==> src/source/rx_pkg.sv <==
package rx_pkg;

    // --------------------
    // vector types
    // --------------------

    // one signed I or Q component
    typedef logic signed [15:0] iq_t;

    // complex sample, Q upper half, I lower half
    typedef logic [31:0] sample_t;

    // apb data word and byte address
    typedef logic [31:0] reg_data_t;
    typedef logic [7:0]  reg_addr_t;

    // --------------------
    // register offsets
    // --------------------

    localparam reg_addr_t REG_CTRL         = 8'h00;
    localparam reg_addr_t REG_CFO_ADJ      = 8'h04;
    localparam reg_addr_t REG_SAMPLE_COUNT = 8'h08;
    localparam reg_addr_t REG_LAST_SAMPLE  = 8'h0C;

    // --------------------
    // arithmetic constants
    // --------------------

    // peak value of the sine table
    localparam logic [15:0] SINE_AMP = 16'd32767;

    // quarter-wave index bits, 64 phase steps per turn
    localparam int LUT_IDX_W = 4;

    // product scaling back to 16 bits
    localparam int MULT_SHIFT = 15;

endpackage

==> src/source/cfo_nco.sv <==
`timescale 1ns/1ps

module cfo_nco #(
    parameter int PHASE_W = 20
) (
    input  logic                 clk_i,
    input  logic                 reset_ni,
    input  logic                 manual_mode_i,
    input  logic                 cfo_adj_valid_i,
    input  logic [PHASE_W-1:0]   cfo_adj_i,
    input  logic                 sample_valid_i,
    output logic [PHASE_W-1:0]   freq_word_o,
    output rx_pkg::sample_t      rot_o,
    output logic                 rot_valid_o
);

    import rx_pkg::*;

    // quadrant plus quarter-wave index
    localparam int ADDR_W = LUT_IDX_W + 2;

    logic [PHASE_W-1:0] freq_word;
    logic [PHASE_W-1:0] phase;
    logic [ADDR_W-1:0]  sin_addr;
    logic [ADDR_W-1:0]  cos_addr;
    iq_t                sin_val;
    iq_t                cos_val;

    // round(32767 * sin(2*pi*k/64)), k = 0..15
    function automatic iq_t quarter_sin(input logic [LUT_IDX_W-1:0] k);
        iq_t val;
        case (k)
            4'd1:    val = 16'sd3212;
            4'd2:    val = 16'sd6393;
            4'd3:    val = 16'sd9512;
            4'd4:    val = 16'sd12539;
            4'd5:    val = 16'sd15446;
            4'd6:    val = 16'sd18204;
            4'd7:    val = 16'sd20787;
            4'd8:    val = 16'sd23170;
            4'd9:    val = 16'sd25329;
            4'd10:   val = 16'sd27245;
            4'd11:   val = 16'sd28898;
            4'd12:   val = 16'sd30273;
            4'd13:   val = 16'sd31356;
            4'd14:   val = 16'sd32137;
            4'd15:   val = 16'sd32609;
            default: val = 16'sd0;
        endcase
        return val;
    endfunction

    // full-wave sine from the quarter table by symmetry
    function automatic iq_t wave_lookup(input logic [ADDR_W-1:0] n);
        logic [LUT_IDX_W-1:0] idx;
        logic [LUT_IDX_W-1:0] mirror;
        iq_t                  mag;
        idx    = n[LUT_IDX_W-1:0];
        mirror = ~idx + 1'b1;
        if (!n[LUT_IDX_W]) begin
            mag = quarter_sin(idx);
        end else if (idx == '0) begin
            mag = iq_t'(SINE_AMP);
        end else begin
            mag = quarter_sin(mirror);
        end
        return n[ADDR_W-1] ? -mag : mag;
    endfunction

    // --------------------
    // frequency word and phase
    // --------------------

    always_ff @(posedge clk_i) begin
        if (!reset_ni) begin
            freq_word <= '0;
            phase     <= '0;
        end else if (manual_mode_i) begin
            freq_word <= '0;
            phase     <= '0;
        end else begin
            // adjustments are relative to the current word
            if (cfo_adj_valid_i) begin
                freq_word <= freq_word - cfo_adj_i;
            end
            if (sample_valid_i) begin
                phase <= phase + freq_word;
            end
        end
    end

    // --------------------
    // rotator
    // --------------------

    assign sin_addr = phase[PHASE_W-1 -: ADDR_W];
    assign cos_addr = sin_addr + ADDR_W'(1 << LUT_IDX_W);
    assign sin_val  = wave_lookup(sin_addr);
    assign cos_val  = wave_lookup(cos_addr);

    // phase before this sample's advance
    always_ff @(posedge clk_i) begin
        if (sample_valid_i) begin
            rot_o <= {sin_val, cos_val};
        end
    end

    always_ff @(posedge clk_i) begin
        if (!reset_ni) begin
            rot_valid_o <= 1'b0;
        end else begin
            rot_valid_o <= sample_valid_i;
        end
    end

    assign freq_word_o = freq_word;

endmodule

==> src/source/cplx_mult.sv <==
`timescale 1ns/1ps

module cplx_mult (
    input  logic            clk_i,
    input  logic            reset_ni,
    input  rx_pkg::sample_t a_i,
    input  rx_pkg::sample_t b_i,
    input  logic            valid_i,
    output rx_pkg::sample_t p_o,
    output logic            valid_o
);

    import rx_pkg::*;

    iq_t                a_re;
    iq_t                a_im;
    iq_t                b_re;
    iq_t                b_im;
    logic signed [31:0] prod_rr;
    logic signed [31:0] prod_ii;
    logic signed [31:0] prod_ri;
    logic signed [31:0] prod_ir;
    logic               valid_q;
    logic signed [32:0] sum_i;
    logic signed [32:0] sum_q;

    // round half up, shift and clip to 16 bits
    function automatic iq_t round_sat(input logic signed [32:0] x);
        logic signed [32:0] rounded;
        logic signed [32:0] shifted;
        rounded = x + (33'sd1 <<< (MULT_SHIFT - 1));
        shifted = rounded >>> MULT_SHIFT;
        if (shifted > 33'sd32767) begin
            return 16'sh7fff;
        end else if (shifted < -33'sd32768) begin
            return 16'sh8000;
        end
        return iq_t'(shifted[15:0]);
    endfunction

    assign a_re = iq_t'(a_i[15:0]);
    assign a_im = iq_t'(a_i[31:16]);
    assign b_re = iq_t'(b_i[15:0]);
    assign b_im = iq_t'(b_i[31:16]);

    // --------------------
    // stage 1, products
    // --------------------

    always_ff @(posedge clk_i) begin
        prod_rr <= a_re * b_re;
        prod_ii <= a_im * b_im;
        prod_ri <= a_re * b_im;
        prod_ir <= a_im * b_re;
    end

    // --------------------
    // stage 2, sum and scale
    // --------------------

    assign sum_i = prod_rr - prod_ii;
    assign sum_q = prod_ri + prod_ir;

    always_ff @(posedge clk_i) begin
        p_o <= {round_sat(sum_q), round_sat(sum_i)};
    end

    always_ff @(posedge clk_i) begin
        if (!reset_ni) begin
            valid_q <= 1'b0;
            valid_o <= 1'b0;
        end else begin
            valid_q <= valid_i;
            valid_o <= valid_q;
        end
    end

endmodule

==> src/source/rx_regmap.sv <==
`timescale 1ns/1ps

module rx_regmap #(
    parameter int PHASE_W = 20
) (
    input  logic              clk_i,
    input  logic              reset_ni,

    // apb slave
    input  rx_pkg::reg_addr_t paddr_i,
    input  logic              psel_i,
    input  logic              penable_i,
    input  logic              pwrite_i,
    input  rx_pkg::reg_data_t pwdata_i,
    output rx_pkg::reg_data_t prdata_o,
    output logic              pready_o,
    output logic              pslverr_o,

    // sample monitor
    input  rx_pkg::sample_t   sample_i,
    input  logic              sample_valid_i,

    // nco control
    input  logic [PHASE_W-1:0] freq_word_i,
    output logic              manual_mode_o,
    output logic              cfo_adj_valid_o,
    output logic [PHASE_W-1:0] cfo_adj_o
);

    import rx_pkg::*;

    logic      access;
    logic      wr_en;
    logic      addr_hit;
    reg_data_t rdata;
    logic      manual_mode;
    reg_data_t sample_count;
    sample_t   last_sample;

    // --------------------
    // apb decode
    // --------------------

    // no wait states, every access cycle completes
    assign access   = psel_i && penable_i;
    assign wr_en    = access && pwrite_i;
    assign pready_o = access;

    always_comb begin
        addr_hit = 1'b1;
        rdata    = '0;
        case (paddr_i)
            REG_CTRL: begin
                rdata = reg_data_t'(manual_mode);
            end
            REG_CFO_ADJ: begin
                rdata = reg_data_t'(signed'(freq_word_i));
            end
            REG_SAMPLE_COUNT: begin
                rdata = sample_count;
            end
            REG_LAST_SAMPLE: begin
                rdata = last_sample;
            end
            default: begin
                addr_hit = 1'b0;
            end
        endcase
    end

    assign prdata_o  = (access && !pwrite_i) ? rdata : '0;
    assign pslverr_o = access && !addr_hit;

    // --------------------
    // control
    // --------------------

    always_ff @(posedge clk_i) begin
        if (!reset_ni) begin
            manual_mode <= 1'b0;
        end else if (wr_en && paddr_i == REG_CTRL) begin
            manual_mode <= pwdata_i[0];
        end
    end

    assign manual_mode_o = manual_mode;

    // relative adjustment, applied by the nco at the end of the access
    assign cfo_adj_valid_o = wr_en && (paddr_i == REG_CFO_ADJ);
    assign cfo_adj_o       = pwdata_i[PHASE_W-1:0];

    // --------------------
    // status
    // --------------------

    // wraps at 2^32
    always_ff @(posedge clk_i) begin
        if (!reset_ni) begin
            sample_count <= '0;
        end else if (sample_valid_i) begin
            sample_count <= sample_count + 32'd1;
        end
    end

    always_ff @(posedge clk_i) begin
        if (sample_valid_i) begin
            last_sample <= sample_i;
        end
    end

endmodule

==> src/source/rx_top.sv <==
`timescale 1ns/1ps

module rx_top #(
    parameter int PHASE_W = 20
) (
    input  logic              clk_i,
    input  logic              reset_ni,

    // apb slave
    input  rx_pkg::reg_addr_t paddr_i,
    input  logic              psel_i,
    input  logic              penable_i,
    input  logic              pwrite_i,
    input  rx_pkg::reg_data_t pwdata_i,
    output rx_pkg::reg_data_t prdata_o,
    output logic              pready_o,
    output logic              pslverr_o,

    // input stream
    input  rx_pkg::sample_t   sample_i,
    input  logic              sample_valid_i,

    // derotated stream
    output rx_pkg::sample_t   sample_o,
    output logic              sample_valid_o
);

    import rx_pkg::*;

    logic               manual_mode;
    logic               cfo_adj_valid;
    logic [PHASE_W-1:0] cfo_adj;
    logic [PHASE_W-1:0] freq_word;
    sample_t            rot;
    logic               rot_valid;
    sample_t            sample_d;

    rx_regmap #(
        .PHASE_W(PHASE_W)
    ) rx_regmap_i (
        .clk_i(clk_i),
        .reset_ni(reset_ni),
        .paddr_i(paddr_i),
        .psel_i(psel_i),
        .penable_i(penable_i),
        .pwrite_i(pwrite_i),
        .pwdata_i(pwdata_i),
        .prdata_o(prdata_o),
        .pready_o(pready_o),
        .pslverr_o(pslverr_o),
        .sample_i(sample_i),
        .sample_valid_i(sample_valid_i),
        .freq_word_i(freq_word),
        .manual_mode_o(manual_mode),
        .cfo_adj_valid_o(cfo_adj_valid),
        .cfo_adj_o(cfo_adj)
    );

    cfo_nco #(
        .PHASE_W(PHASE_W)
    ) cfo_nco_i (
        .clk_i(clk_i),
        .reset_ni(reset_ni),
        .manual_mode_i(manual_mode),
        .cfo_adj_valid_i(cfo_adj_valid),
        .cfo_adj_i(cfo_adj),
        .sample_valid_i(sample_valid_i),
        .freq_word_o(freq_word),
        .rot_o(rot),
        .rot_valid_o(rot_valid)
    );

    // align sample with the registered rotator
    always_ff @(posedge clk_i) begin
        if (sample_valid_i) begin
            sample_d <= sample_i;
        end
    end

    cplx_mult cplx_mult_i (
        .clk_i(clk_i),
        .reset_ni(reset_ni),
        .a_i(sample_d),
        .b_i(rot),
        .valid_i(rot_valid),
        .p_o(sample_o),
        .valid_o(sample_valid_o)
    );

endmodule

==> config.mk <==
export PLATFORM = sky130hd
export DESIGN_NAME = rx_top
export DESIGN_NICKNAME = d
export VERILOG_FILES = /design/src/source/rx_pkg.sv /design/src/source/cfo_nco.sv /design/src/source/cplx_mult.sv /design/src/source/rx_regmap.sv /design/src/source/rx_top.sv
export SDC_FILE = /design/constraint.sdc
export NUM_CORES = 2
export LEC_CHECK = 0
export BUFFER_PORTS_ARGS = -buffer_cell sky130_fd_sc_hd__clkbuf_2
export CORE_MARGIN = 5
export CORE_UTILIZATION = 40
export DETAILED_ROUTE_END_ITERATION = 8
export HOLD_SLACK_MARGIN = 0.02
export PLACE_DENSITY_LB_ADDON = 0.1
export SYNTH_ARGS = -nofsm -noshare
export SYNTH_HDL_FRONTEND = slang
export SYNTH_SLANG_ARGS = --single-unit
export TNS_END_PERCENT = 20
==> constraint.sdc <==
create_clock -name clk_i -period 6.23 [get_ports clk_i]
set_input_delay 1.246 -clock clk_i [delete_from_list [all_inputs] [get_ports clk_i]]
set_output_delay 1.246 -clock clk_i [all_outputs]
set_load 0.01 [all_outputs]
**After elaboration in Yosys (flattened, before gate mapping)**

Memory sizes are Yosys's and may differ from the RTL's. A register that Yosys moved wholly into a read port is not among the register bits.
Index checks and enable logic that the tools add are counted.

- Bits in registers: 300
- Latch bits: 0
- RAM bits: 0
- ROM bits: 960
- Input port bits: 78
- Output and inout bits: 67
- Word-level logic and storage cells: 78
- Memories: 4

- $add $sub $neg: 12
- Multiply operators: 4
- Divide/modulo/power cells: 0
- $lt $le $gt $ge: 4
- Eq/ne operators: 3
- Shifts and indexed selects: 0
- Mux-type cells: 21
- Bitwise logic cells: 3
- Reduce and logical (&&, ||, !) cells: 13

Memories:

| name | words | width | rd ports | clocked after memory_dff | write ports | RTL line | RTL |
|---|---|---|---|---|---|---|---|
| (no name shown) | 16 | 15 | 1 | 0 | 0 | cfo_nco.sv:32 | `case (k)` |
| (no name shown) | 16 | 15 | 1 | 0 | 0 | cfo_nco.sv:32 |  |
| (no name shown) | 16 | 15 | 1 | 1 | 0 | cfo_nco.sv:32 |  |
| (no name shown) | 16 | 15 | 1 | 0 | 0 | cfo_nco.sv:32 |  |

Operators by type and width:

| operator | number |
|---|---|
| $mux W16 | 12 |
| $mul A16 B16 Y32 | 4 |
| $pmux W32 S4 | 1 |
| $add A33 B16 Y33 const B | 2 |
| $gt A18 B16 Y1 const B | 2 |
| $lt A18 B16 Y1 const B | 2 |
| $add A32 B32 Y33 | 1 |
| $sub A32 B32 Y33 | 1 |
| $add A32 B1 Y32 const B | 1 |
| $mux W32 | 1 |
| $neg A16 Y16 | 2 |
| $add A20 B20 Y20 | 1 |
| $sub A20 B20 Y20 | 1 |
| $eq A8 B4 Y1 const B | 2 |
| $add A4 B1 Y4 const B | 2 |
| $eq A8 B3 Y1 const B | 1 |
| $logic_not A4 Y1 | 2 |
| $logic_not A8 Y1 | 1 |
| $mux W4 | 2 |
| $not A4 Y4 | 2 |
| $add A6 B5 Y6 const B | 1 |
| $logic_and A1 B1 Y1 | 6 |
| $mux W1 | 5 |
| $reduce_or A4 Y1 | 1 |
| 3 further kinds | 4 |

**Logic depth before layout (Yosys ltp)**

An unclocked memory read counts as a cell.

- Word-level depth: 8
- Mapped depth: 25
- Mapped depth without buffers: 24

**Modules after synthesis**

A second synthesis with hierarchy kept.

- Cell total of the unflattened synthesis: 6,258
- Area, all modules: 57,926.8 um^2

By module, submodules not included:

| module | instances | cells an instance | area an instance (um^2) | sequential area each (um^2) |
|---|---|---|---|---|
| cplx_mult | 1 | 4,974 | 46,005.4 | 3,243.1 |
| cfo_nco | 1 | 894 | 7,443.4 | 2,082.0 |
| rx_regmap | 1 | 358 | 3,517.1 | 1,621.6 |
| rx_top | 1 | 32 | 960.9 | 960.9 |

**Worst setup path after synthesis**

No wires, ideal clock.

- Path type: reg-to-reg
- From: reg rx_regmap_i.last_sample[23] (netlist name)
- To: reg cplx_mult_i.prod_ii[31]
- Library setup time: 0.072 ns
- Arrival: 6.105 ns
- Required time: 6.158 ns
- Slack: 0.053 ns
- Stages on the path, launching flop included: 25
- Buffers on the path: 1
- Clock period less this slack: 6.177 ns
- Cell sequence: edfxtp_1 -> clkbuf_1 -> nand2_1 -> fa_1 -> inv_1 -> fa_1 -> inv_1 -> fa_1 -> inv_1 -> fa_1 -> fa_1 -> inv_1 -> fa_1 -> inv_1 -> ha_1 -> a21o_1 -> a221o_1 -> a21o_1 -> a21oi_1 -> o21ai_0 -> a2111oi_0 -> nor2_1 -> o21a_1 -> nor2_1 -> xnor2_1

RTL lines:

| what | RTL line | RTL |
|---|---|---|
| to (signal assigned) | cplx_mult.sv:52 | `prod_ii <= a_im * b_im;` |
| to (decl) | cplx_mult.sv:20 | `logic signed [31:0] prod_ii;` |

==> flow_summary.html <==
<table>
<tr><th>Metric</th><th>Value</th></tr>
<tr><th colspan="2">Logic synthesis</th></tr>
<tr><td>FF+latch count, synth</td><td>315</td></tr>
<tr><td>Number of enable-type register cells in the synthesized netlist</td><td>64</td></tr>
<tr><td>Synth top area share</td><td>37.6%</td></tr>
<tr><td>Average instance area after synthesis</td><td>~9 um^2</td></tr>
<tr><td>Sequential share of the synthesized area</td><td>about an eighth</td></tr>
<tr><td>Ys async rst share</td><td>0%</td></tr>
<tr><td>Synth Instances</td><td>slightly above 6000</td></tr>
<tr><td>Total nets after synthesis</td><td>7696</td></tr>
<tr><td>Leading register cell type out of synthesis</td><td>sky130_fd_sc_hd__dfxtp_1</td></tr>
<tr><td>Leading cell types by total area after synthesis</td><td>sky130_fd_sc_hd__fa_1 38%, sky130_fd_sc_hd__ha_1 11%, sky130_fd_sc_hd__dfxtp_1 9.0%</td></tr>
<tr><td>Count of warnings emitted by yosys</td><td>0</td></tr>
<tr><td>Top-count cell post-synth</td><td>sky130_fd_sc_hd__inv_1</td></tr>
<tr><td>Mapped cell area</td><td>~56000 um^2</td></tr>
<tr><td>List of most frequent post-synthesis cells</td><td>1245 x sky130_fd_sc_hd__inv_1, 1050 x sky130_fd_sc_hd__fa_1, 653 x sky130_fd_sc_hd__nand2_1</td></tr>
<tr><td>Cell type contributing the most total cell area after synthesis</td><td>sky130_fd_sc_hd__fa_1</td></tr>
<tr><td>Distinct cells, synth</td><td>between 100 and 150</td></tr>
<tr><th colspan="2">Global route</th></tr>
<tr><td>Via count of the first global-routing pass</td><td>44800</td></tr>
<tr><td>Sum of overflow across all layers after global routing</td><td>0</td></tr>
<tr><td>Antenna violations before repair</td><td>4</td></tr>
<tr><td>First-pass GRT wire length</td><td>between 200 and 250 mm</td></tr>
<tr><td>Largest net degree at the start of global routing</td><td>55</td></tr>
<tr><td>Overall track demand over capacity in global routing</td><td>approximately a fifth</td></tr>
<tr><th colspan="2">Floorplanning</th></tr>
<tr><td>Floorplan die area</td><td>~150000 um^2</td></tr>
<tr><td>Standard cell core area</td><td>about 140000 um^2</td></tr>
<tr><td>Die Span Y</td><td>between 300 and 400 um</td></tr>
<tr><td>Floorplan die width</td><td>just under 400 um</td></tr>
<tr><td>Rows</td><td>~140</td></tr>
<tr><td>Initial core utilization</td><td>approximately 40%</td></tr>
<tr><td># IOs</td><td>145</td></tr>
<tr><th colspan="2">Placement</th></tr>
<tr><td>DP HPWL</td><td>129 mm</td></tr>
<tr><td># port buffers</td><td>about 130</td></tr>
<tr><td>Dpl cell area</td><td>62600 um^2</td></tr>
<tr><td>Final weighted congestion in routability-driven placement</td><td>between 0.8 and 0.9</td></tr>
<tr><th colspan="2">Critical path</th></tr>
<tr><td>Worst setup path category</td><td>reg2reg</td></tr>
<tr><td>Nature of the critical path startpoint</td><td>flip-flop</td></tr>
<tr><td>Worst Path Required</td><td>about 6.8 ns</td></tr>
<tr><td>Largest fanout on the critical path</td><td>4</td></tr>
<tr><td>Critical path endpoint category</td><td>flip-flop</td></tr>
<tr><td>Worst path arrival time</td><td>between 6 and 7 ns</td></tr>
<tr><th colspan="2">CTS</th></tr>
<tr><td>Clock transition at path regs</td><td>around 0.050 ns</td></tr>
<tr><td>Clock tree from TritonCTS</td><td>yes</td></tr>
<tr><td>Clock root buffer</td><td>sky130_fd_sc_hd__clkbuf_16</td></tr>
<tr><td>Number of buffers created by CTS</td><td>42</td></tr>
<tr><td>Clock latency reported for the late side of the worst-skew pair</td><td>roughly 0.64 ns</td></tr>
<tr><td>Clock net sink count</td><td>~320</td></tr>
<tr><td>Clock H-tree levels</td><td>2</td></tr>
<tr><td>CTS max path bufs</td><td>3</td></tr>
<tr><th colspan="2">Outcome</th></tr>
<tr><td>Run status</td><td>complete, but fails checks</td></tr>
<tr><td>Violated checks</td><td>setup timing</td></tr>
<tr><th colspan="2">STA</th></tr>
<tr><td>Final Worst Setup Slack</td><td>-0.155 ns</td></tr>
<tr><td>RSZ-0062 raised after global routing</td><td>yes</td></tr>
<tr><td>Final total negative setup slack</td><td>-0.359 ns</td></tr>
<tr><td>Worst hold slack</td><td>approximately 0.44 ns</td></tr>
<tr><td>Final clock period utilization by the worst path</td><td>102%</td></tr>
<tr><td>Pin slew with the least headroom to its limit</td><td>1.12 ns</td></tr>
<tr><td>Rel. slew slack</td><td>about a quarter</td></tr>
<tr><td>Final-report hold violation count</td><td>0</td></tr>
<tr><td>Number of max-slew violations in the final report</td><td>0</td></tr>
<tr><td>Worst clock skew</td><td>approximately 0.07 ns</td></tr>
<tr><td>Highest attainable clock frequency</td><td>0.157 GHz</td></tr>
<tr><td>Setup violation total in the final timing report</td><td>6</td></tr>
<tr><td>Fin crit period</td><td>around 6.4 ns</td></tr>
<tr><th colspan="2">Detailed routing</th></tr>
<tr><td>DRC errors left</td><td>0</td></tr>
<tr><td>Final routed wirelength across all metal layers</td><td>~150 mm</td></tr>
<tr><td>Number of search-and-repair iterations in the first detailed-routing pass</td><td>6</td></tr>
<tr><td>WL/cell</td><td>about 18 um</td></tr>
<tr><td>Via count normalized by instance count</td><td>between 4 and 5</td></tr>
<tr><td>Number of vias after detailed routing</td><td>just over 40000</td></tr>
<tr><td>Detailed Route Iter0 Violations</td><td>approximately 2100</td></tr>
<tr><td>Count of antenna-violating nets left after detailed routing</td><td>0</td></tr>
<tr><th colspan="2">Cells and area</th></tr>
<tr><td>Final std cell area, no fill</td><td>around 66000 um^2</td></tr>
<tr><td>Share of post-route cells with drive strength above 1</td><td>17.1%</td></tr>
<tr><td>Signed area change from the synthesized netlist to the final layout</td><td>18.1%</td></tr>
<tr><td>Nets@finish</td><td>about 8200</td></tr>
<tr><th colspan="2">Run</th></tr>
<tr><td>Max Cap Violations</td><td>0</td></tr>
<tr><th colspan="2">Min path</th></tr>
<tr><td>Class of the tightest hold or removal check</td><td>reg2reg</td></tr>
</table>
routing by layer:
| metal | vias up | GRT usage, % | wire length (um) |
|---|---|---|---|
| li1 | 19700 | - | - |
| met1 | 21000 | 29.0 | 69000 |
| met2 | 708 | 37.2 | 75500 |
| met3 | 147 | 1.69 | 5080 |
| met4 | 0 | 4.70 | 3950 |
| met5 | - | 0 | 0 |
logic make-up after synthesis:
kind of cell,after synthesis,share of synthesized area (%)
mux,55,1.10
xor+xnor,250,3.91
flops,315,12.4
compound gates,705,8.57
buf+inv,1515,10.3
fa+ha+maj,1556,48.9
simple gates,1666,14.9
timing repair:
action	CTS	global route
setup endpoints to repair	36	47
setup buffers	45	25
gates resized for setup	167	177
pin swaps	116	144
gates cloned	1	1
hold buffers	0	0
worst max-delay path, stage by stage (launching register included):
cell,delay [ns]
sky130_fd_sc_hd__edfxtp_1,0.45
sky130_fd_sc_hd__buf_12,0.18
sky130_fd_sc_hd__buf_12,0.13
sky130_fd_sc_hd__and2_1,0.16
sky130_fd_sc_hd__fa_1,0.50
sky130_fd_sc_hd__inv_1,0.05
sky130_fd_sc_hd__fa_1,0.52
sky130_fd_sc_hd__fa_1,0.43
sky130_fd_sc_hd__fa_1,0.49
sky130_fd_sc_hd__inv_1,0.05
sky130_fd_sc_hd__fa_1,0.55
sky130_fd_sc_hd__fa_2,0.48
sky130_fd_sc_hd__ha_4,0.19
sky130_fd_sc_hd__buf_4,0.13
sky130_fd_sc_hd__a21o_1,0.16
sky130_fd_sc_hd__a21o_1,0.16
sky130_fd_sc_hd__a21o_1,0.18
sky130_fd_sc_hd__a22o_4,0.25
sky130_fd_sc_hd__o2bb2ai_4,0.13
sky130_fd_sc_hd__a41o_1,0.29
sky130_fd_sc_hd__o41ai_4,0.29
sky130_fd_sc_hd__buf_4,0.18
sky130_fd_sc_hd__o21bai_1,0.05
sky130_fd_sc_hd__a21oi_1,0.17
sky130_fd_sc_hd__xnor2_1,0.13
layout by cell type (no fill, tap or decap), drive strengths merged, types with 21 or more instances in the layout:
cell type	Yosys	routed
inv	1248	1253
fa	1050	1050
nand2	654	654
buf	24	585
and2	532	532
ha	506	506
dfxtp	251	251
a21oi	204	204
nor2	197	197
clkbuf	239	186
xnor2	171	171
a21o	121	121
o21ai	119	119
xor2	79	79
edfxtp	64	64
nand3	59	59
nor3	46	46
nand2b	40	40
mux2	32	32
a211oi	30	30
a31oi	28	28
and3	26	26
o21a	25	25
nor2b	22	22
mux2i	21	21
registers in the layout, indices dropped and copies added, names as in the netlist, named ones only:
signal / cells
cfo_nco_i.freq_word_o: 20
cfo_nco_i.phase: 20
cfo_nco_i.rot_o: 32
cfo_nco_i.rot_valid_o: 1
cplx_mult_i.p_o: 32
cplx_mult_i.prod_ii: 32
cplx_mult_i.prod_ir: 32
cplx_mult_i.prod_ri: 32
cplx_mult_i.prod_rr: 32
cplx_mult_i.valid_o: 1
cplx_mult_i.valid_q: 1
rx_regmap_i.last_sample: 32
rx_regmap_i.manual_mode_o: 1
rx_regmap_i.sample_count: 32
area by class of cell:
cell class,count,area (um^2)
fillers,13500,73200
multi-input cells,4232,44400
flip-flops and latches,315,6950
repair buffers,717,6140
inverters,1252,4700
well taps,1876,2350
clock buffers,54,1170
clock inverters,24,382
diodes,4,10.0
worst paths after layout:
| check | start | endpoint | slack, ns | cells after the start |
|---|---|---|---|---|
| worst max-delay path | rx_regmap_i.last_sample[6]$_DFFE_PP_ | cplx_mult_i.prod_ri[28]$_DFF_P_ | -0.15 | 24 |
| worst min-delay path | cplx_mult_i.valid_q$_SDFF_PN0_ | cplx_mult_i.valid_o$_SDFF_PN0_ | 0.44 | 1 |
| worst max register to register | rx_regmap_i.last_sample[6]$_DFFE_PP_ | cplx_mult_i.prod_ri[28]$_DFF_P_ | -0.15 | 24 |
| worst min register to register | cplx_mult_i.valid_q$_SDFF_PN0_ | cplx_mult_i.valid_o$_SDFF_PN0_ | 0.44 | 1 |
through the flow:
step / util [%] / worst slack (ns) / cells
finish: 47.4 / -0.155 / 8474
global route: 47.4 / -0.311 / 8470
CTS: 46.8 / -0.148 / 8448
detailed placement: 44.9 / -0.555 / 8326
global placement: 44.9 / -0.532 / 8326
floorplan: - / 0.0532 / 6062
Power is not shown: default switching activity piles up to over one toggle a cycle in this logic, so the estimate is an artifact.
